`src/logic/uartPkg.sv`:
```
// shared types for the uart peripheral
// bus channel structs, status word, fsm state enums, register map
`default_nettype none

package uartPkg;

	typedef logic [7:0] dataByte;	// one serial frame payload
	typedef logic [3:0] regAddr;	// byte address into the register map
	typedef logic [31:0] regWord;	// axi data word
	typedef logic [15:0] baudDiv;	// tick period = divisor + 1 clocks
	typedef logic [1:0] axiResp;

	localparam axiResp respOkay = 2'd0;
	localparam axiResp respSlvErr = 2'd2;

	//////////////////////////////////////////////////
	// axi4-lite channels, ready travels separately
	typedef struct packed {
		regAddr addr;
		logic valid;
	} axiAddrChan;	// aw and ar

	typedef struct packed {
		regWord data;
		logic valid;
	} axiDataChan;	// w, no strobes

	typedef struct packed {
		axiResp resp;
		regWord data;	// unused on b
		logic valid;
	} axiRespChan;	// b and r

	// status register, rxNotEmpty lands on bit 0
	typedef struct packed {
		logic txIdle;
		logic rxOverrun;	// sticky until status read
		logic txFull;
		logic rxNotEmpty;
	} uartStatus;

	typedef enum logic [1:0] {rIdle, rStart, rData, rStop} rxState;
	typedef enum logic [1:0] {tIdle, tStart, tData, tStop} txState;

	// register map
	localparam regAddr regData = 4'h0;
	localparam regAddr regStatus = 4'h4;
	localparam regAddr regDivisor = 4'h8;

	localparam baudDiv defaultDivisor = 16'd3;

endpackage

`default_nettype wire

```
`src/logic/baudTickGen.sv`:
```
// oversampling tick generator
// programmable down counter, one-clock tick per period
`timescale 1ns/10ps
`default_nettype none

module baudTickGen (
	input logic clk,
	input logic reset,
	input uartPkg::baudDiv divisor,
	input logic restart,	// divisor just changed
	output logic sTick
);
	import uartPkg::*;

	baudDiv cnt;	// counts down to zero

	always_ff @(posedge clk or posedge reset)
	begin
		if (reset)
			cnt <= '0;
		else if (restart || cnt == '0)
			cnt <= divisor;	// reload, period is divisor + 1
		else
			cnt <= cnt - 1'b1;
	end

	// tick on the zero count
	assign sTick = (cnt == '0);

endmodule

`default_nettype wire

```
`src/logic/uartAxiRegs.sv`:
```
// axi4-lite register block
// data / status / divisor decode, response channels, sticky overrun
`timescale 1ns/10ps
`default_nettype none

module uartAxiRegs (
	input logic clk,
	input logic reset,
	input uartPkg::axiAddrChan aw,
	input uartPkg::axiAddrChan ar,
	input uartPkg::axiDataChan w,
	input logic bReady,
	input logic rReady,
	output logic awReady,
	output logic wReady,
	output logic arReady,
	output uartPkg::axiRespChan b,
	output uartPkg::axiRespChan r,
	input uartPkg::dataByte rxData,	// head of rx fifo
	input logic rxEmpty,
	input logic txFull,
	input logic rxPushFull,	// rx fifo full
	input logic rxDoneTick,	// receiver push strobe
	input logic txIdle,
	output logic rxPop,
	output logic txPush,
	output logic divRestart,
	output uartPkg::dataByte txData,
	output uartPkg::baudDiv divisor
);
	import uartPkg::*;

	logic wrAcc, rdAcc;	// handshakes this cycle
	logic bValid, rValid;
	axiResp bResp, rResp;
	axiResp wrResp, rdResp;	// decoded responses
	regWord rRdData, rdData;
	logic divWrite;
	logic statusRead;
	logic rxOverrun;
	uartStatus status;

	// one outstanding transfer per direction
	assign awReady = !bValid;
	assign wReady = !bValid;
	assign arReady = !rValid;
	assign wrAcc = aw.valid && w.valid && !bValid;
	assign rdAcc = ar.valid && !rValid;

	assign status = '{
		txIdle: txIdle,
		rxOverrun: rxOverrun,
		txFull: txFull,
		rxNotEmpty: !rxEmpty
	};

	assign txData = w.data[7:0];

	//////////////////////////////////////////////////
	// write decode
	always_comb
	begin
		wrResp = respOkay;
		txPush = 1'b0;
		divWrite = 1'b0;
		if (wrAcc)
		begin
			case (aw.addr)
				regData:
					if (txFull)
						wrResp = respSlvErr;	// byte dropped
					else
						txPush = 1'b1;
				regDivisor: divWrite = 1'b1;
				default: wrResp = respSlvErr;	// status is read-only
			endcase
		end
	end

	// read decode
	always_comb
	begin
		rdResp = respOkay;
		rdData = '0;
		rxPop = 1'b0;
		statusRead = 1'b0;
		if (rdAcc)
		begin
			case (ar.addr)
				regData:
					if (rxEmpty)
						rdResp = respSlvErr;	// nothing to read, data stays 0
					else
					begin
						rxPop = 1'b1;
						rdData = regWord'(rxData);
					end
				regStatus:
				begin
					statusRead = 1'b1;
					rdData = regWord'(status);
				end
				regDivisor: rdData = regWord'(divisor);
				default: rdResp = respSlvErr;
			endcase
		end
	end

	//////////////////////////////////////////////////
	// control state
	always_ff @(posedge clk or posedge reset)
	begin
		if (reset)
		begin
			bValid <= 1'b0;
			rValid <= 1'b0;
			rxOverrun <= 1'b0;
			divRestart <= 1'b0;
			divisor <= defaultDivisor;
		end
		else
		begin
			if (wrAcc)
				bValid <= 1'b1;
			else if (bReady)
				bValid <= 1'b0;
			if (rdAcc)
				rValid <= 1'b1;
			else if (rReady)
				rValid <= 1'b0;
			// a new overrun beats the clear from the same cycle's status read
			if (rxDoneTick && rxPushFull)
				rxOverrun <= 1'b1;
			else if (statusRead)
				rxOverrun <= 1'b0;
			if (divWrite)
				divisor <= w.data[15:0];
			divRestart <= divWrite;	// reload after the new value lands
		end
	end

	// response payload, only meaningful with valid
	always_ff @(posedge clk)
	begin
		if (wrAcc)
			bResp <= wrResp;
		if (rdAcc)
		begin
			rResp <= rdResp;
			rRdData <= rdData;
		end
	end

	assign b = '{resp: bResp, data: '0, valid: bValid};
	assign r = '{resp: rResp, data: rRdData, valid: rValid};

endmodule

`default_nettype wire

```
`src/logic/uartFifo.sv`:
```
// byte fifo, circular buffer
// first-word output, full / empty flags
`timescale 1ns/10ps
`default_nettype none

module uartFifo #(
	parameter int fifoAddrWidth = 4	// depth is 2**fifoAddrWidth
) (
	input logic clk,
	input logic reset,
	input logic push,
	input logic pop,
	input uartPkg::dataByte wData,
	output uartPkg::dataByte rData,
	output logic full,
	output logic empty
);
	import uartPkg::*;

	localparam int depth = 1 << fifoAddrWidth;

	dataByte mem [depth];
	logic [fifoAddrWidth-1:0] wrPtr, rdPtr;
	logic [fifoAddrWidth:0] count;	// one bit wider, holds depth
	logic doPush, doPop;

	// illegal requests just fall away
	assign doPush = push && !full;
	assign doPop = pop && !empty;

	always_ff @(posedge clk or posedge reset)
	begin
		if (reset)
		begin
			wrPtr <= '0;
			rdPtr <= '0;
			count <= '0;
		end
		else
		begin
			if (doPush)
				wrPtr <= wrPtr + 1'b1;	// wraps at depth
			if (doPop)
				rdPtr <= rdPtr + 1'b1;
			case ({doPush, doPop})
				2'b10: count <= count + 1'b1;
				2'b01: count <= count - 1'b1;
				default: count <= count;	// both or neither
			endcase
		end
	end

	always_ff @(posedge clk)
	begin
		if (doPush)
			mem[wrPtr] <= wData;
	end

	assign rData = mem[rdPtr];	// oldest entry
	assign full = (count == (fifoAddrWidth + 1)'(depth));
	assign empty = (count == '0);

endmodule

`default_nettype wire

```
`src/logic/uartRec.sv`:
```
// serial receiver, 16x oversampled
// start / data / stop fsm, 8 data bits lsb first
`timescale 1ns/10ps
`default_nettype none

module uartRec #(
	parameter int stopTicks = 16	// 16, 24 or 32 ticks of stop
) (
	input logic clk,
	input logic reset,
	input logic sTick,
	input logic rx,
	output logic rxDoneTick,
	output uartPkg::dataByte dOut
);
	import uartPkg::*;

	// tick counter must reach both 15 and stopTicks-1
	localparam int cntMax = (stopTicks > 16) ? stopTicks : 16;
	localparam int cntW = $clog2(cntMax);

	rxState stateReg, stateNext;
	logic [cntW-1:0] sReg, sNext;	// tick counter
	logic [2:0] nReg, nNext;	// bit counter
	dataByte bReg, bNext;	// shift register
	logic [1:0] rxSync;	// rx comes from outside the clock domain
	logic rxIn;

	always_ff @(posedge clk or posedge reset)
	begin
		if (reset)
			rxSync <= 2'b11;	// idle line is high
		else
			rxSync <= {rxSync[0], rx};
	end
	assign rxIn = rxSync[1];

	always_ff @(posedge clk or posedge reset)
	begin
		if (reset)
		begin
			stateReg <= rIdle;
			sReg <= '0;
			nReg <= '0;
		end
		else
		begin
			stateReg <= stateNext;
			sReg <= sNext;
			nReg <= nNext;
		end
	end

	always_ff @(posedge clk)
		bReg <= bNext;

	//////////////////////////////////////////////////
	// next state
	always_comb
	begin
		stateNext = stateReg;
		sNext = sReg;
		nNext = nReg;
		bNext = bReg;
		rxDoneTick = 1'b0;
		case (stateReg)
			rIdle:
				if (!rxIn)	// falling start edge
				begin
					stateNext = rStart;
					sNext = '0;
				end
			rStart:
				if (sTick)
				begin
					if (sReg == cntW'(7))	// middle of start bit
					begin
						stateNext = rxIn ? rIdle : rData;	// high here is a glitch
						sNext = '0;
						nNext = '0;
					end
					else
						sNext = sReg + 1'b1;
				end
			rData:
				if (sTick)
				begin
					if (sReg == cntW'(15))	// middle of next bit
					begin
						sNext = '0;
						bNext = {rxIn, bReg[7:1]};	// lsb arrives first
						if (nReg == 3'd7)
							stateNext = rStop;
						else
							nNext = nReg + 1'b1;
					end
					else
						sNext = sReg + 1'b1;
				end
			rStop:
				if (sTick)
				begin
					if (sReg == cntW'(stopTicks - 1))
					begin
						stateNext = rIdle;
						rxDoneTick = 1'b1;	// byte complete in bReg
					end
					else
						sNext = sReg + 1'b1;
				end
			default:
				stateNext = rIdle;
		endcase
	end

	assign dOut = bReg;

endmodule

`default_nettype wire

```
`src/logic/uartTop.sv`:
```
// uart peripheral top level
// tick generator, receiver, transmitter, two fifos, axi register block
`timescale 1ns/10ps
`default_nettype none

module uartTop #(
	parameter int fifoAddrWidth = 4,	// 16 entries per fifo
	parameter int stopTicks = 16
) (
	input logic clk,
	input logic reset,
	input uartPkg::axiAddrChan aw,
	input uartPkg::axiDataChan w,
	input uartPkg::axiAddrChan ar,
	input logic bReady,
	input logic rReady,
	output logic awReady,
	output logic wReady,
	output logic arReady,
	output uartPkg::axiRespChan b,
	output uartPkg::axiRespChan r,
	input logic rx,
	output logic tx
);
	import uartPkg::*;

	logic sTick, rxDoneTick;
	logic rxPop, rxEmpty, rxFull;
	logic txPush, txEmpty, txFull, txReady, txStart, txIdle;
	logic divRestart;
	dataByte rxByte, rxHead;	// receiver out, fifo head
	dataByte txByteIn, txHead;
	baudDiv divisor;

	// hand the next byte over as soon as the transmitter is free
	assign txStart = txReady && !txEmpty;
	assign txIdle = txReady && txEmpty;

	baudTickGen tickGen (.clk(clk), .reset(reset), .divisor(divisor),
		.restart(divRestart), .sTick(sTick));

	uartRec #(.stopTicks(stopTicks)) receiver (.clk(clk), .reset(reset),
		.sTick(sTick), .rx(rx), .rxDoneTick(rxDoneTick), .dOut(rxByte));

	uartTrans #(.stopTicks(stopTicks)) transmitter (.clk(clk), .reset(reset),
		.sTick(sTick), .start(txStart), .dIn(txHead), .tx(tx), .txReady(txReady));

	uartFifo #(.fifoAddrWidth(fifoAddrWidth)) rxFifo (.clk(clk), .reset(reset),
		.push(rxDoneTick), .pop(rxPop), .wData(rxByte), .rData(rxHead),
		.full(rxFull), .empty(rxEmpty));

	uartFifo #(.fifoAddrWidth(fifoAddrWidth)) txFifo (.clk(clk), .reset(reset),
		.push(txPush), .pop(txStart), .wData(txByteIn), .rData(txHead),
		.full(txFull), .empty(txEmpty));

	uartAxiRegs regs (.clk(clk), .reset(reset), .aw(aw), .ar(ar), .w(w),
		.bReady(bReady), .rReady(rReady), .awReady(awReady), .wReady(wReady),
		.arReady(arReady), .b(b), .r(r), .rxData(rxHead), .rxEmpty(rxEmpty),
		.txFull(txFull), .rxPushFull(rxFull), .rxDoneTick(rxDoneTick),
		.txIdle(txIdle), .rxPop(rxPop), .txPush(txPush), .divRestart(divRestart),
		.txData(txByteIn), .divisor(divisor));

endmodule

`default_nettype wire

```
`src/logic/uartTrans.sv`:
```
// serial transmitter, 16 ticks per bit
// start bit, 8 data bits lsb first, programmable stop period
`timescale 1ns/10ps
`default_nettype none

module uartTrans #(
	parameter int stopTicks = 16
) (
	input logic clk,
	input logic reset,
	input logic sTick,
	input logic start,	// load dIn and begin a frame
	input uartPkg::dataByte dIn,
	output logic tx,
	output logic txReady
);
	import uartPkg::*;

	localparam int cntMax = (stopTicks > 16) ? stopTicks : 16;
	localparam int cntW = $clog2(cntMax);

	txState stateReg, stateNext;
	logic [cntW-1:0] sReg, sNext;	// ticks within a bit
	logic [2:0] nReg, nNext;	// data bit index
	dataByte bReg, bNext;	// byte being shifted out
	logic txReg, txNext;	// registered line, no glitches

	always_ff @(posedge clk or posedge reset)
	begin
		if (reset)
		begin
			stateReg <= tIdle;
			sReg <= '0;
			nReg <= '0;
			txReg <= 1'b1;	// line idles high
		end
		else
		begin
			stateReg <= stateNext;
			sReg <= sNext;
			nReg <= nNext;
			txReg <= txNext;
		end
	end

	always_ff @(posedge clk)
		bReg <= bNext;

	//////////////////////////////////////////////////
	// frame sequencing
	always_comb
	begin
		stateNext = stateReg;
		sNext = sReg;
		nNext = nReg;
		bNext = bReg;
		txNext = txReg;
		case (stateReg)
			tIdle:
			begin
				txNext = 1'b1;
				if (start)
				begin
					stateNext = tStart;
					sNext = '0;
					bNext = dIn;
				end
			end
			tStart:
			begin
				txNext = 1'b0;	// start bit
				if (sTick)
				begin
					if (sReg == cntW'(15))
					begin
						stateNext = tData;
						sNext = '0;
						nNext = '0;
					end
					else
						sNext = sReg + 1'b1;
				end
			end
			tData:
			begin
				txNext = bReg[0];
				if (sTick)
				begin
					if (sReg == cntW'(15))
					begin
						sNext = '0;
						bNext = bReg >> 1;	// next bit into position 0
						if (nReg == 3'd7)
							stateNext = tStop;
						else
							nNext = nReg + 1'b1;
					end
					else
						sNext = sReg + 1'b1;
				end
			end
			tStop:
			begin
				txNext = 1'b1;
				if (sTick)
				begin
					if (sReg == cntW'(stopTicks - 1))
						stateNext = tIdle;
					else
						sNext = sReg + 1'b1;
				end
			end
			default:
				stateNext = tIdle;
		endcase
	end

	assign tx = txReg;
	assign txReady = (stateReg == tIdle);

endmodule

`default_nettype wire

```
`config.mk`:
```
export PLATFORM = sky130hd
export DESIGN_NAME = uartTop
export DESIGN_NICKNAME = d
export VERILOG_FILES = /design/src/logic/uartPkg.sv /design/src/logic/baudTickGen.sv /design/src/logic/uartAxiRegs.sv /design/src/logic/uartFifo.sv /design/src/logic/uartRec.sv /design/src/logic/uartTop.sv /design/src/logic/uartTrans.sv
export SDC_FILE = /design/constraint.sdc
export NUM_CORES = 1
export LEC_CHECK = 0
export BUFFER_PORTS_ARGS = -buffer_cell sky130_fd_sc_hd__buf_2
export CAP_MARGIN = 20
export CELL_PAD_IN_SITES_DETAIL_PLACEMENT = 2
export CELL_PAD_IN_SITES_GLOBAL_PLACEMENT = 2
export CORE_MARGIN = 1.5
export CORE_UTILIZATION = 48
export DETAILED_ROUTE_END_ITERATION = 8
export GPL_TIMING_DRIVEN = 0
export PLACE_DENSITY_LB_ADDON = 0.1
export SKIP_CTS_REPAIR_TIMING = 1
export SLEW_MARGIN = 30
export SYNTH_ARGS = -nofsm -noshare
export SYNTH_HDL_FRONTEND = slang
export SYNTH_SLANG_ARGS = --single-unit
```
`constraint.sdc`:
```
create_clock -name clk -period 7.9 [get_ports clk]
set_clock_uncertainty 0.2 [all_clocks]
set_input_delay 1.185 -clock clk [delete_from_list [all_inputs] [get_ports clk]]
set_output_delay 1.185 -clock clk [all_outputs]
set_load 0.02 [all_outputs]
```
==> results.py, run 1 <==
metrics = {
    "timing": {
        "hold_violations": 0,
        "worst_slack_ps": 3040,
        "max_freq_ghz": 0.206,
        "finalCritPeriodShare": 0.616,
        "finalSetupTns_ps": 0,
        "slew_headroom": 0.383,
        "tightest_slew_ps": 922,
        "slew_viol_final": 0,
        "fin_crit_ps": 4860,
        "rsz0062_at_grt": "false",
        "setup_viol": 0,
    },
    "hold_path": {
        "hold_depth": 0,
        "holdPathEnd": "receiver.rxSync[1]$_DFF_PP1_",
        "min_path_type": "reg2reg",
        "hold_start": "receiver.rxSync[0]$_DFF_PP1_",
    },
    "setup_path": {
        "worstPathMaxFanout": 10,
        "reg2reg_to": "rxFifo.count[4]$_DFFE_PP0P_",
        "crit_required_ps": 8120,
        "ff2ff_path_depth": 12,
        "reg2reg_slack_ps": 3040,
        "worstPathArrival_ps": 5090,
        "start_kind": "flop",
        "cp_slowest_cell": "nor4_1",
        "cp_cell_sequence": "nor4_1 -> nand4b_1 -> nor4_4 -> buf_4 -> inv_1 -> ha_1 -> ha_1 -> nor2b_1 -> o21ai_0 -> a21oi_1 -> or3b_2 -> xnor2_1",
        "regToRegStartpoint": "tickGen.cnt[6]$_DFF_PP0_",
        "max_stage_delay_ps": 720,
        "crit_path_frequent_cell": "ha_1",
        "cp-end-kind": "flop",
        "crit_type": "reg2reg",
    },
    "floorplan": {
        "die_w_microns": 186,
        "die_y_microns": 186,
        "rows": 66,
        "initial_utilization": 0.490,
        "dieArea_sq_mm": 0.0345,
        "io_pins": 122,
        "coreArea_sq_mm": 0.0327,
    },
    "clock_tree": {
        "cts_buffers": 40,
        "clkTransAtPathRegs_ps": 70,
        "cts-root-buf": "clkbuf_16",
        "htree_levels": 2,
        "tritoncts": "built",
        "clk_latency_ps": 540,
        "cts_buffer_depth": 3,
        "cts.sinks": 373,
    },
    "global_routing": {
        "grt_max_degree": 63,
        "first_global_vias": 10010,
        "antenna_found_initial": 1,
        "overflow": 0,
        "grt_pass1_wl_microns": 63000,
        "track_usage": 0.251,
    },
    "routing": {
        "wl_per_cell_microns": 25.7,
        "wl_met3_microns": 1490,
        "totalWireLength_microns": 41900,
        "drt_first_iter_violations": 702,
        "drc": 0,
        "via_per_inst": 5.62,
        "ant_nets": 0,
        "highest_layer": "met5",
        "vias": 9167,
        "wl_met2_microns": 21700,
        "dr.pass1.iters": 5,
        "wl_met1_microns": 17600,
    },
    "synth": {
        "synth.distinct_cells": 67,
        "synth_edf_count": 290,
        "synthXorXnorAreaFrac": 0.0190,
        "synth_seq_cells": 373,
        "muxShareOfSynthArea": 0.124,
        "synthSimpleGateAreaFrac": 0.0699,
        "syn_area_per_cell_sq_um": 16.0,
        "synth_commonest_cells": "edfxtp_1 (290), dfrtp_1 (78), mux4_2 (65)",
        "seq_area_frac_synth": 0.673,
        "synth_area_leaders": "edfxtp_1 (54%), dfrtp_1 (12%), mux4_2 (9.1%)",
        "yosys.area.top_type": "edfxtp_1",
        "async_flop_share": 0.223,
        "yosysWarnings": 0,
        "synth_top_family_by_area": "multiplexers",
        "synthAdderAreaFrac": 0.0259,
        "syn-cell-area_sq_mm": 0.0160,
        "synth.most_common_cell": "edfxtp_1",
        "synth_top_area_share": 0.543,
        "ys.flop_type": "edfxtp_1",
        "synth_compound_area_frac": 0.0437,
        "syn_inst": 1004,
    },
    "final_layout": {
        "fill_cells": 2925,
        "drive_gt1_frac": 0.254,
        "multi_input_area_sq_mm": 0.00478,
        "nets": 1237,
        "syn2layout_area_growth_pct": 15.1,
        "utilization": 0.564,
        "regArea_sq_mm": 0.0108,
    },
    "pwr": {
        "swShare": 0.305,
        "power.density_mw_per_mm2": 309,
        "power_frac_seq": 0.427,
        "p_comb_frac": 0.250,
        "intPower_mw": 3.96,
        "pwr-share-clk": 0.323,
        "total_power_mw": 5.69,
        "vdd_drop_max_mv": 0.195,
        "switchingPower_mw": 1.73,
        "p_leak_nw": 6.88,
    },
    "placement": {
        "gp_congestion": 0.755,
        "portBuffers": 55,
        "dp_hpwl_microns": 29100,
        "dp_slack_ps": 2990,
    },
    "outcome": {
        "outcome": "finished clean",
    },
    "run": {
        "cap_violations": 0,
    },
}
-- stage by stage --
stage | instances | instance area, sq um | hold slack (ps)
6_report | 1632 | 18500 | 158
5_1_grt | 1632 | 18500 | 163
4_1_cts | 1631 | 18400 | 158
3_5_place_dp | 1557 | 17200 | 149
3_3_place_gp | 1550 | 17000 | 145
2_1_floorplan | 1053 | 16200 | 145
-- registers in the layout, indices dropped and copies added (netlist names), 5 cells and up, named ones only --
register          flops
receiver.dOut         8
txFifo.count          5
rxFifo.count          5
rxFifo.mem          128
regs.divisor         16
transmitter.bReg      8
tickGen.cnt          16
txFifo.mem          128
regs.rRdData         16
-- worst max-delay path, delay by kind of cell (launching register included) --
| kind | cells | cell delay (ps) |
|---|---|---|
| buffers and inverters | 2 | 350 |
| AND/OR/NAND/NOR | 5 | 2620 |
| adder cells (fa/ha/maj) | 2 | 610 |
| XOR/XNOR | 1 | 150 |
| AO/OA/AOI/OAI | 2 | 370 |
| flip-flops | 1 | 450 |
-- power by group through the flow --
| stage | combinational (mW) | sequential [mW] | clock [mW] |
|---|---|---|---|
| 2_1_floorplan | 1.02 | 2.42 | 0 |
| 3_3_place_gp | 1.33 | 2.45 | 0 |
| 3_5_place_dp | 1.42 | 2.47 | 0 |
| 4_1_cts | 1.44 | 2.43 | 1.86 |
| 5_1_grt | 1.56 | 2.45 | 1.93 |
| 6_report | 1.42 | 2.43 | 1.84 |
-- per-layer routing --
layer / up-vias / GRT usage
met1: 4849 / 0.324
met4: 2 / 0.0845
li1: 4045 / -
met3: 71 / 0.0348
met2: 200 / 0.436
met5: - / 0.0133
-- how the worst max path moves through the flow --
stage	endpoint	startpoint	depth (start not counted)	slack, ps
CTS	rxFifo.count[4]$_DFFE_PP0P_	tickGen.cnt[7]$_DFF_PP0_	12	3080
global placement	txFifo.mem[1][7]$_DFFE_PP_	aw[2]	5	2900
detailed placement	txFifo.count[4]$_DFFE_PP0P_	aw[2]	11	2990
finish	rxFifo.count[4]$_DFFE_PP0P_	tickGen.cnt[6]$_DFF_PP0_	12	3040
global route	rxFifo.count[4]$_DFFE_PP0P_	tickGen.cnt[7]$_DFF_PP0_	12	2910
floorplan	txFifo.count[4]$_DFFE_PP0P_	aw[2]	10	3830
-- final cells by class --
class / count / area share
Timing Repair Buffer: 62 / 0.0183
Sequential cell: 373 / 0.585
Buffer: 92 / 0.0308
Clock inverter: 14 / 0.00529
Antenna cell: 1 / 0.000136
Inverter: 36 / 0.00760
Clock buffer: 60 / 0.0638
Multi-Input combinational cell: 552 / 0.259
Tap cell: 442 / 0.0300
-- cells in the final DEF, fill, tap and decap left out, types with 13 or more instances in the layout --
master and instances:
inv_1 34, mux4_2 65, ha_1 30, xnor2_1 25, mux2i_1 31, clkbuf_1 35
dfrtp_1 78, buf_4 56, o21ai_0 53, a21oi_1 19, nand2_1 57, nor2b_1 13
nor2_1 27, clkbuf_16 41, nand3_1 16, buf_2 69, conb_1 50, mux2_2 19
edfxtp_1 290, and3_1 25
-- logic make-up (layout without fill, tap and decap cells) --
family          after synthesis  after routing
compound gates              112            112
fa+ha+maj                    32             32
simple gates                209            209
mux                         115            115
other cells                   1             51
xor+xnor                     34             34
flops                       373            373
buf+inv                     128            264
Power figures use the tool's default switching activity.
==> run 2: changes to the inputs <==
Settings changed: CORE_UTILIZATION 48 to 40.
Clock period 7.9 ns to 4 ns, I/O delays scaled along.
==> results.py, run 2 (same netlist as run 1, synthesis figures left out) <==
metrics = {
    "routing": {
        "wl_per_cell_microns": 23.3,
        "drc": 0,
        "dr.pass1.iters": 5,
        "vias": 9030,
        "ant_nets": 0,
        "drt_first_iter_violations": 520,
        "via_per_inst": 5.20,
        "totalWireLength_microns": 40400,
    },
    "setup_path": {
        "regToRegStartpoint": "rxFifo.count[0]$_DFFE_PP0P_",
        "worstPathMaxFanout": 10,
        "cp-startpoint": "rxFifo.count[0]$_DFFE_PP0P_",
        "crit_required_ps": 4250,
        "start_kind": "flop",
        "max_stage_delay_ps": 620,
        "cp_cell_sequence": "or4_1 -> clkbuf_1 -> nor2_2 -> nor4_4 -> buf_4 -> inv_1 -> ha_1 -> inv_1 -> fa_1 -> nor2b_1 -> o21ai_1 -> nand3_1 -> or3b_2 -> xnor2_1",
        "crit_path_frequent_cell": "inv_1",
        "worstPathArrival_ps": 4090,
        "cp_slowest_cell": "or4_1",
        "cp-end-kind": "flop",
        "crit_type": "reg2reg",
    },
    "timing": {
        "tightest_slew_ps": 905,
        "hold_violations": 0,
        "timing.hold.ws_ps": 27.8,
        "slew_headroom": 0.393,
        "slew_viol_final": 0,
        "fin_crit_ps": 3840,
        "finalCritPeriodShare": 0.960,
        "worst_slack_ps": 158,
        "setup_viol": 0,
        "rsz0062_at_grt": "true",
        "max_freq_ghz": 0.260,
        "finalSetupTns_ps": 0,
    },
    "final_layout": {
        "syn2layout_area_growth_pct": 17.8,
        "mostFrequentLayoutCell": "edfxtp_1",
        "fill_cells": 3772,
        "multi_input_area_sq_mm": 0.00480,
        "final_cell_mix": "edfxtp_1 (290), dfrtp_1 (78), buf_2 (73), buf_4 (65), mux4_2 (65)",
        "nets": 1255,
        "diodes": 0,
        "drive_gt1_frac": 0.265,
        "top_regs": "rxFifo.mem x128, txFifo.mem x128",
        "final_cells": 1735,
        "regArea_sq_mm": 0.0108,
        "utilization": 0.476,
        "finalInstanceArea_sq_mm": 0.0189,
    },
    "global_routing": {
        "track_usage": 0.202,
        "busiest_layer": "met2",
        "grt.met3_usage": 0.0380,
        "use_met2": 0.338,
        "antenna_found_initial": 1,
        "grtUsageMet1": 0.269,
        "grt_max_degree": 50,
        "overflow": 0,
        "first_global_vias": 9942,
        "grt_pass1_wl_microns": 62100,
    },
    "pwr": {
        "p_comb_frac": 0.238,
        "pwr-share-clk": 0.351,
        "intPower_mw": 8.23,
        "vdd_drop_max_mv": 0.374,
        "switchingPower_mw": 3.48,
        "power_frac_seq": 0.411,
        "p_leak_nw": 7.03,
        "power.density_mw_per_mm2": 620,
        "total_power_mw": 11.7,
        "swShare": 0.297,
    },
    "placement": {
        "gp_congestion": 0.724,
        "dp_slack_ps": -599,
        "dp_hpwl_microns": 27800,
        "placed_area_sq_mm": 0.0173,
        "placed_cells": 1646,
        "portBuffers": 55,
    },
    "floorplan": {
        "die_w_microns": 203,
        "io_pins": 122,
        "die_y_microns": 203,
        "coreArea_sq_mm": 0.0396,
        "dieArea_sq_mm": 0.0413,
        "rows": 73,
        "initial_utilization": 0.404,
    },
    "clock_tree": {
        "cts.sinks": 373,
        "cts_buffers": 43,
        "clkTransAtPathRegs_ps": 60,
        "clk_latency_ps": 570,
        "cts_buffer_depth": 3,
        "cts-root-buf": "clkbuf_16",
        "tritoncts": "built",
        "htree_levels": 2,
    },
    "hold_path": {
        "hold_start": "rReady",
        "min_path_type": "in2reg",
    },
    "run": {
        "cap_violations": 0,
    },
    "outcome": {
        "outcome": "finished clean",
    },
}
## run 2: cell types whose count changed in the layout (fill, tap and decap cells not counted), moves of 3 or more
cell,before,now
clkinvlp_4,0,4
clkbuf_16,41,44
buf_2,69,73
buf_4,56,65
clkbuf_8,8,1
dlygate4sd3_1,0,3
bufinv_16,1,7
clkbuf_1,35,32
## run 2: metal layers
metal / part of all wire / up-vias
met2: 0.50 / 162
li1: - / 4082
met4: 0.022 / 0
met3: 0.040 / 54
met5: 0 / -
met1: 0.44 / 4732
## run 2: cell type report
| class | count | share of cell area |
|---|---|---|
| flip-flops and latches | 373 | 0.571 |
| multi-input cells | 552 | 0.254 |
| clock buffers | 54 | 0.0608 |
| well taps | 525 | 0.0348 |
| plain buffers | 91 | 0.0299 |
| repair buffers | 78 | 0.0241 |
| clock inverters | 26 | 0.0175 |
| inverters | 36 | 0.00742 |
## run 2: path summary, 6_finish.rpt
check	to	slack (ps)	cells after the start
min	regs.rValid$_DFFE_PP0P_	30	2
max reg2reg	rxFifo.count[4]$_DFFE_PP0P_	160	14
min in group asynchronous	rxFifo.count[2]$_DFFE_PP0P_	370	3
min reg2reg	receiver.rxSync[1]$_DFF_PP1_	160	0
max	rxFifo.count[4]$_DFFE_PP0P_	160	14
max in group asynchronous	regs.divisor[1]$_DFFE_PP1P_	2560	4
## run 2: power by group through the flow
| stage | Clock, mW | Sequential [mW] | Combinational (mW) |
|---|---|---|---|
| after floorplan | 0 | 4.79 | 2.01 |
| after global placement | 0 | 4.85 | 2.66 |
| after detailed placement | 0 | 4.87 | 2.80 |
| after CTS | 4.23 | 4.80 | 2.83 |
| after global routing | 4.36 | 4.86 | 3.09 |
| final | 4.12 | 4.81 | 2.79 |
## run 2: critical path: cells and delay by family (launching register included)
| family | cells | cell delay [ps] |
|---|---|---|
| flops | 1 | 420 |
| buf+inv | 4 | 590 |
| xor+xnor | 1 | 130 |
| simple gates | 6 | 1580 |
| compound gates | 1 | 100 |
| fa+ha+maj | 2 | 690 |
==> run 3: changes to the inputs <==
Settings changed: CORE_UTILIZATION 40 to 42, CTS_BUF_LIST set to sky130_fd_sc_hd__clkbuf_8, GPL_ROUTABILITY_DRIVEN set to 0, REMOVE_ABC_BUFFERS set to 1.
==> results.py, run 3 (same netlist as run 1, synthesis figures left out) <==
metrics = {
    "setup_path": {
        "crit_type": "reg2reg",
        "ff2ff_path_depth": 10,
        "start_kind": "flop",
        "regToRegStartpoint": "regs.bValid$_DFFE_PP0P_",
        "cp-end-kind": "flop",
        "worstPathArrival_ps": 3990,
        "crit_required_ps": 4270,
        "reg2reg_slack_ps": 280,
        "reg2reg_to": "txFifo.count[4]$_DFFE_PP0P_",
        "worstPathMaxFanout": 8,
    },
    "routing": {
        "totalWireLength_microns": 38400,
        "vias": 8750,
        "wl_per_cell_microns": 23.1,
        "dr.pass1.iters": 5,
        "drc": 0,
        "via_per_inst": 5.26,
        "ant_nets": 0,
        "drt_first_iter_violations": 369,
    },
    "floorplan": {
        "dieArea_sq_mm": 0.0393,
        "rows": 71,
        "io_pins": 122,
        "initial_utilization": 0.427,
        "die_w_microns": 198,
        "die_y_microns": 198,
        "coreArea_sq_mm": 0.0376,
    },
    "clock_tree": {
        "clk_latency_ps": 610,
        "cts-root-buf": "clkbuf_8",
        "cts.sinks": 373,
        "cts_buffers": 66,
        "tritoncts": "built",
        "cts_buffer_depth": 3,
        "htree_levels": 3,
        "clkTransAtPathRegs_ps": 60,
    },
    "final_layout": {
        "fill_cells": 3539,
        "mostFrequentLayoutCell": "edfxtp_1",
        "finalInstanceArea_sq_mm": 0.0182,
        "nets": 1182,
        "final_cells": 1664,
        "syn2layout_area_growth_pct": 13.6,
        "utilization": 0.485,
        "top_regs": "rxFifo.mem x128, txFifo.mem x128",
        "diodes": 0,
        "drive_gt1_frac": 0.252,
        "final_cell_mix": "edfxtp_1 (290), clkbuf_8 (74), dfrtp_1 (72), mux4_2 (65), buf_2 (59)",
    },
    "timing": {
        "slew_viol_final": 0,
        "max_freq_ghz": 0.269,
        "slew_headroom": 0.354,
        "worst_slack_ps": 277,
        "finalSetupTns_ps": 0,
        "timing.hold.ws_ps": 43.3,
        "fin_crit_ps": 3720,
        "setup_viol": 0,
        "tightest_slew_ps": 965,
        "rsz0062_at_grt": "false",
        "finalCritPeriodShare": 0.931,
        "hold_violations": 0,
    },
    "placement": {
        "placed_cells": 1537,
        "placed_area_sq_mm": 0.0168,
        "dp_hpwl_microns": 25300,
        "dp_slack_ps": -668,
        "portBuffers": 55,
    },
    "global_routing": {
        "antenna_found_initial": 0,
        "track_usage": 0.205,
        "grt_pass1_wl_microns": 59200,
        "overflow": 0,
        "first_global_vias": 9651,
        "grt_max_degree": 60,
    },
    "pwr": {
        "power.density_mw_per_mm2": 607,
        "vdd_drop_max_mv": 0.341,
        "total_power_mw": 11.1,
        "p_leak_nw": 6.68,
    },
    "outcome": {
        "outcome": "finished clean",
    },
    "hold_path": {
        "hold_depth": 2,
        "min_path_type": "in2reg",
        "holdPathEnd": "regs.divisor[15]$_DFFE_PP0P_",
        "hold_start": "w[16]",
    },
    "run": {
        "cap_violations": 0,
    },
}
[run 3: worst max-delay path, cell delays in order (launching register included)]
cell	delay, ps
dfrtp_1	400
nand3b_1	250
a2111oi_4	740
inv_2	270
ha_1	330
ha_1	360
nor2b_1	150
o21ai_0	220
a21oi_1	100
or3b_2	450
xnor2_1	130
[run 3: cell type report]
class	count	area [sq um]	share of cell area
Inverter	36	140	0.00770
Sequential cell	373	10800	0.593
Clock inverter	45	300	0.0165
Clock buffer	74	1020	0.0559
Multi-Input combinational cell	552	4810	0.264
Tap cell	511	639	0.0351
Timing Repair Buffer	73	498	0.0273
[run 3: report_power, final]
part / switching (mW) / internal, mW / leakage [nW]
clock: 1.61 / 1.96 / 0.739
combinational: 1.27 / 1.19 / 2.27
sequential: 0.510 / 4.52 / 3.66
total: 3.39 / 7.67 / 6.68
[run 3: worst max-delay path by stage]
stage	slack, ps	start	endpoint	depth (start not counted)
2_1_floorplan	260	tickGen.cnt[11]$_DFF_PP0_	rxFifo.count[4]$_DFFE_PP0P_	11
6_report	280	regs.bValid$_DFFE_PP0P_	txFifo.count[4]$_DFFE_PP0P_	10
4_1_cts	-670	tickGen.cnt[7]$_DFF_PP0_	rxFifo.count[4]$_DFFE_PP0P_	11
3_5_place_dp	-670	tickGen.cnt[7]$_DFF_PP0_	rxFifo.count[4]$_DFFE_PP0P_	11
5_1_grt	20	tickGen.cnt[7]$_DFF_PP0_	rxFifo.count[4]$_DFFE_PP0P_	12
3_3_place_gp	-590	tickGen.cnt[2]$_DFF_PP0_	rxFifo.count[4]$_DFFE_PP0P_	11
[run 3: routing by layer]
layer / share of wire / vias up / GRT usage
met5: 0 / - / 0
li1: - / 3937 / -
met2: 0.52 / 154 / 0.350
met1: 0.43 / 4590 / 0.264
met4: 0.021 / 0 / 0.0630
met3: 0.034 / 69 / 0.0382
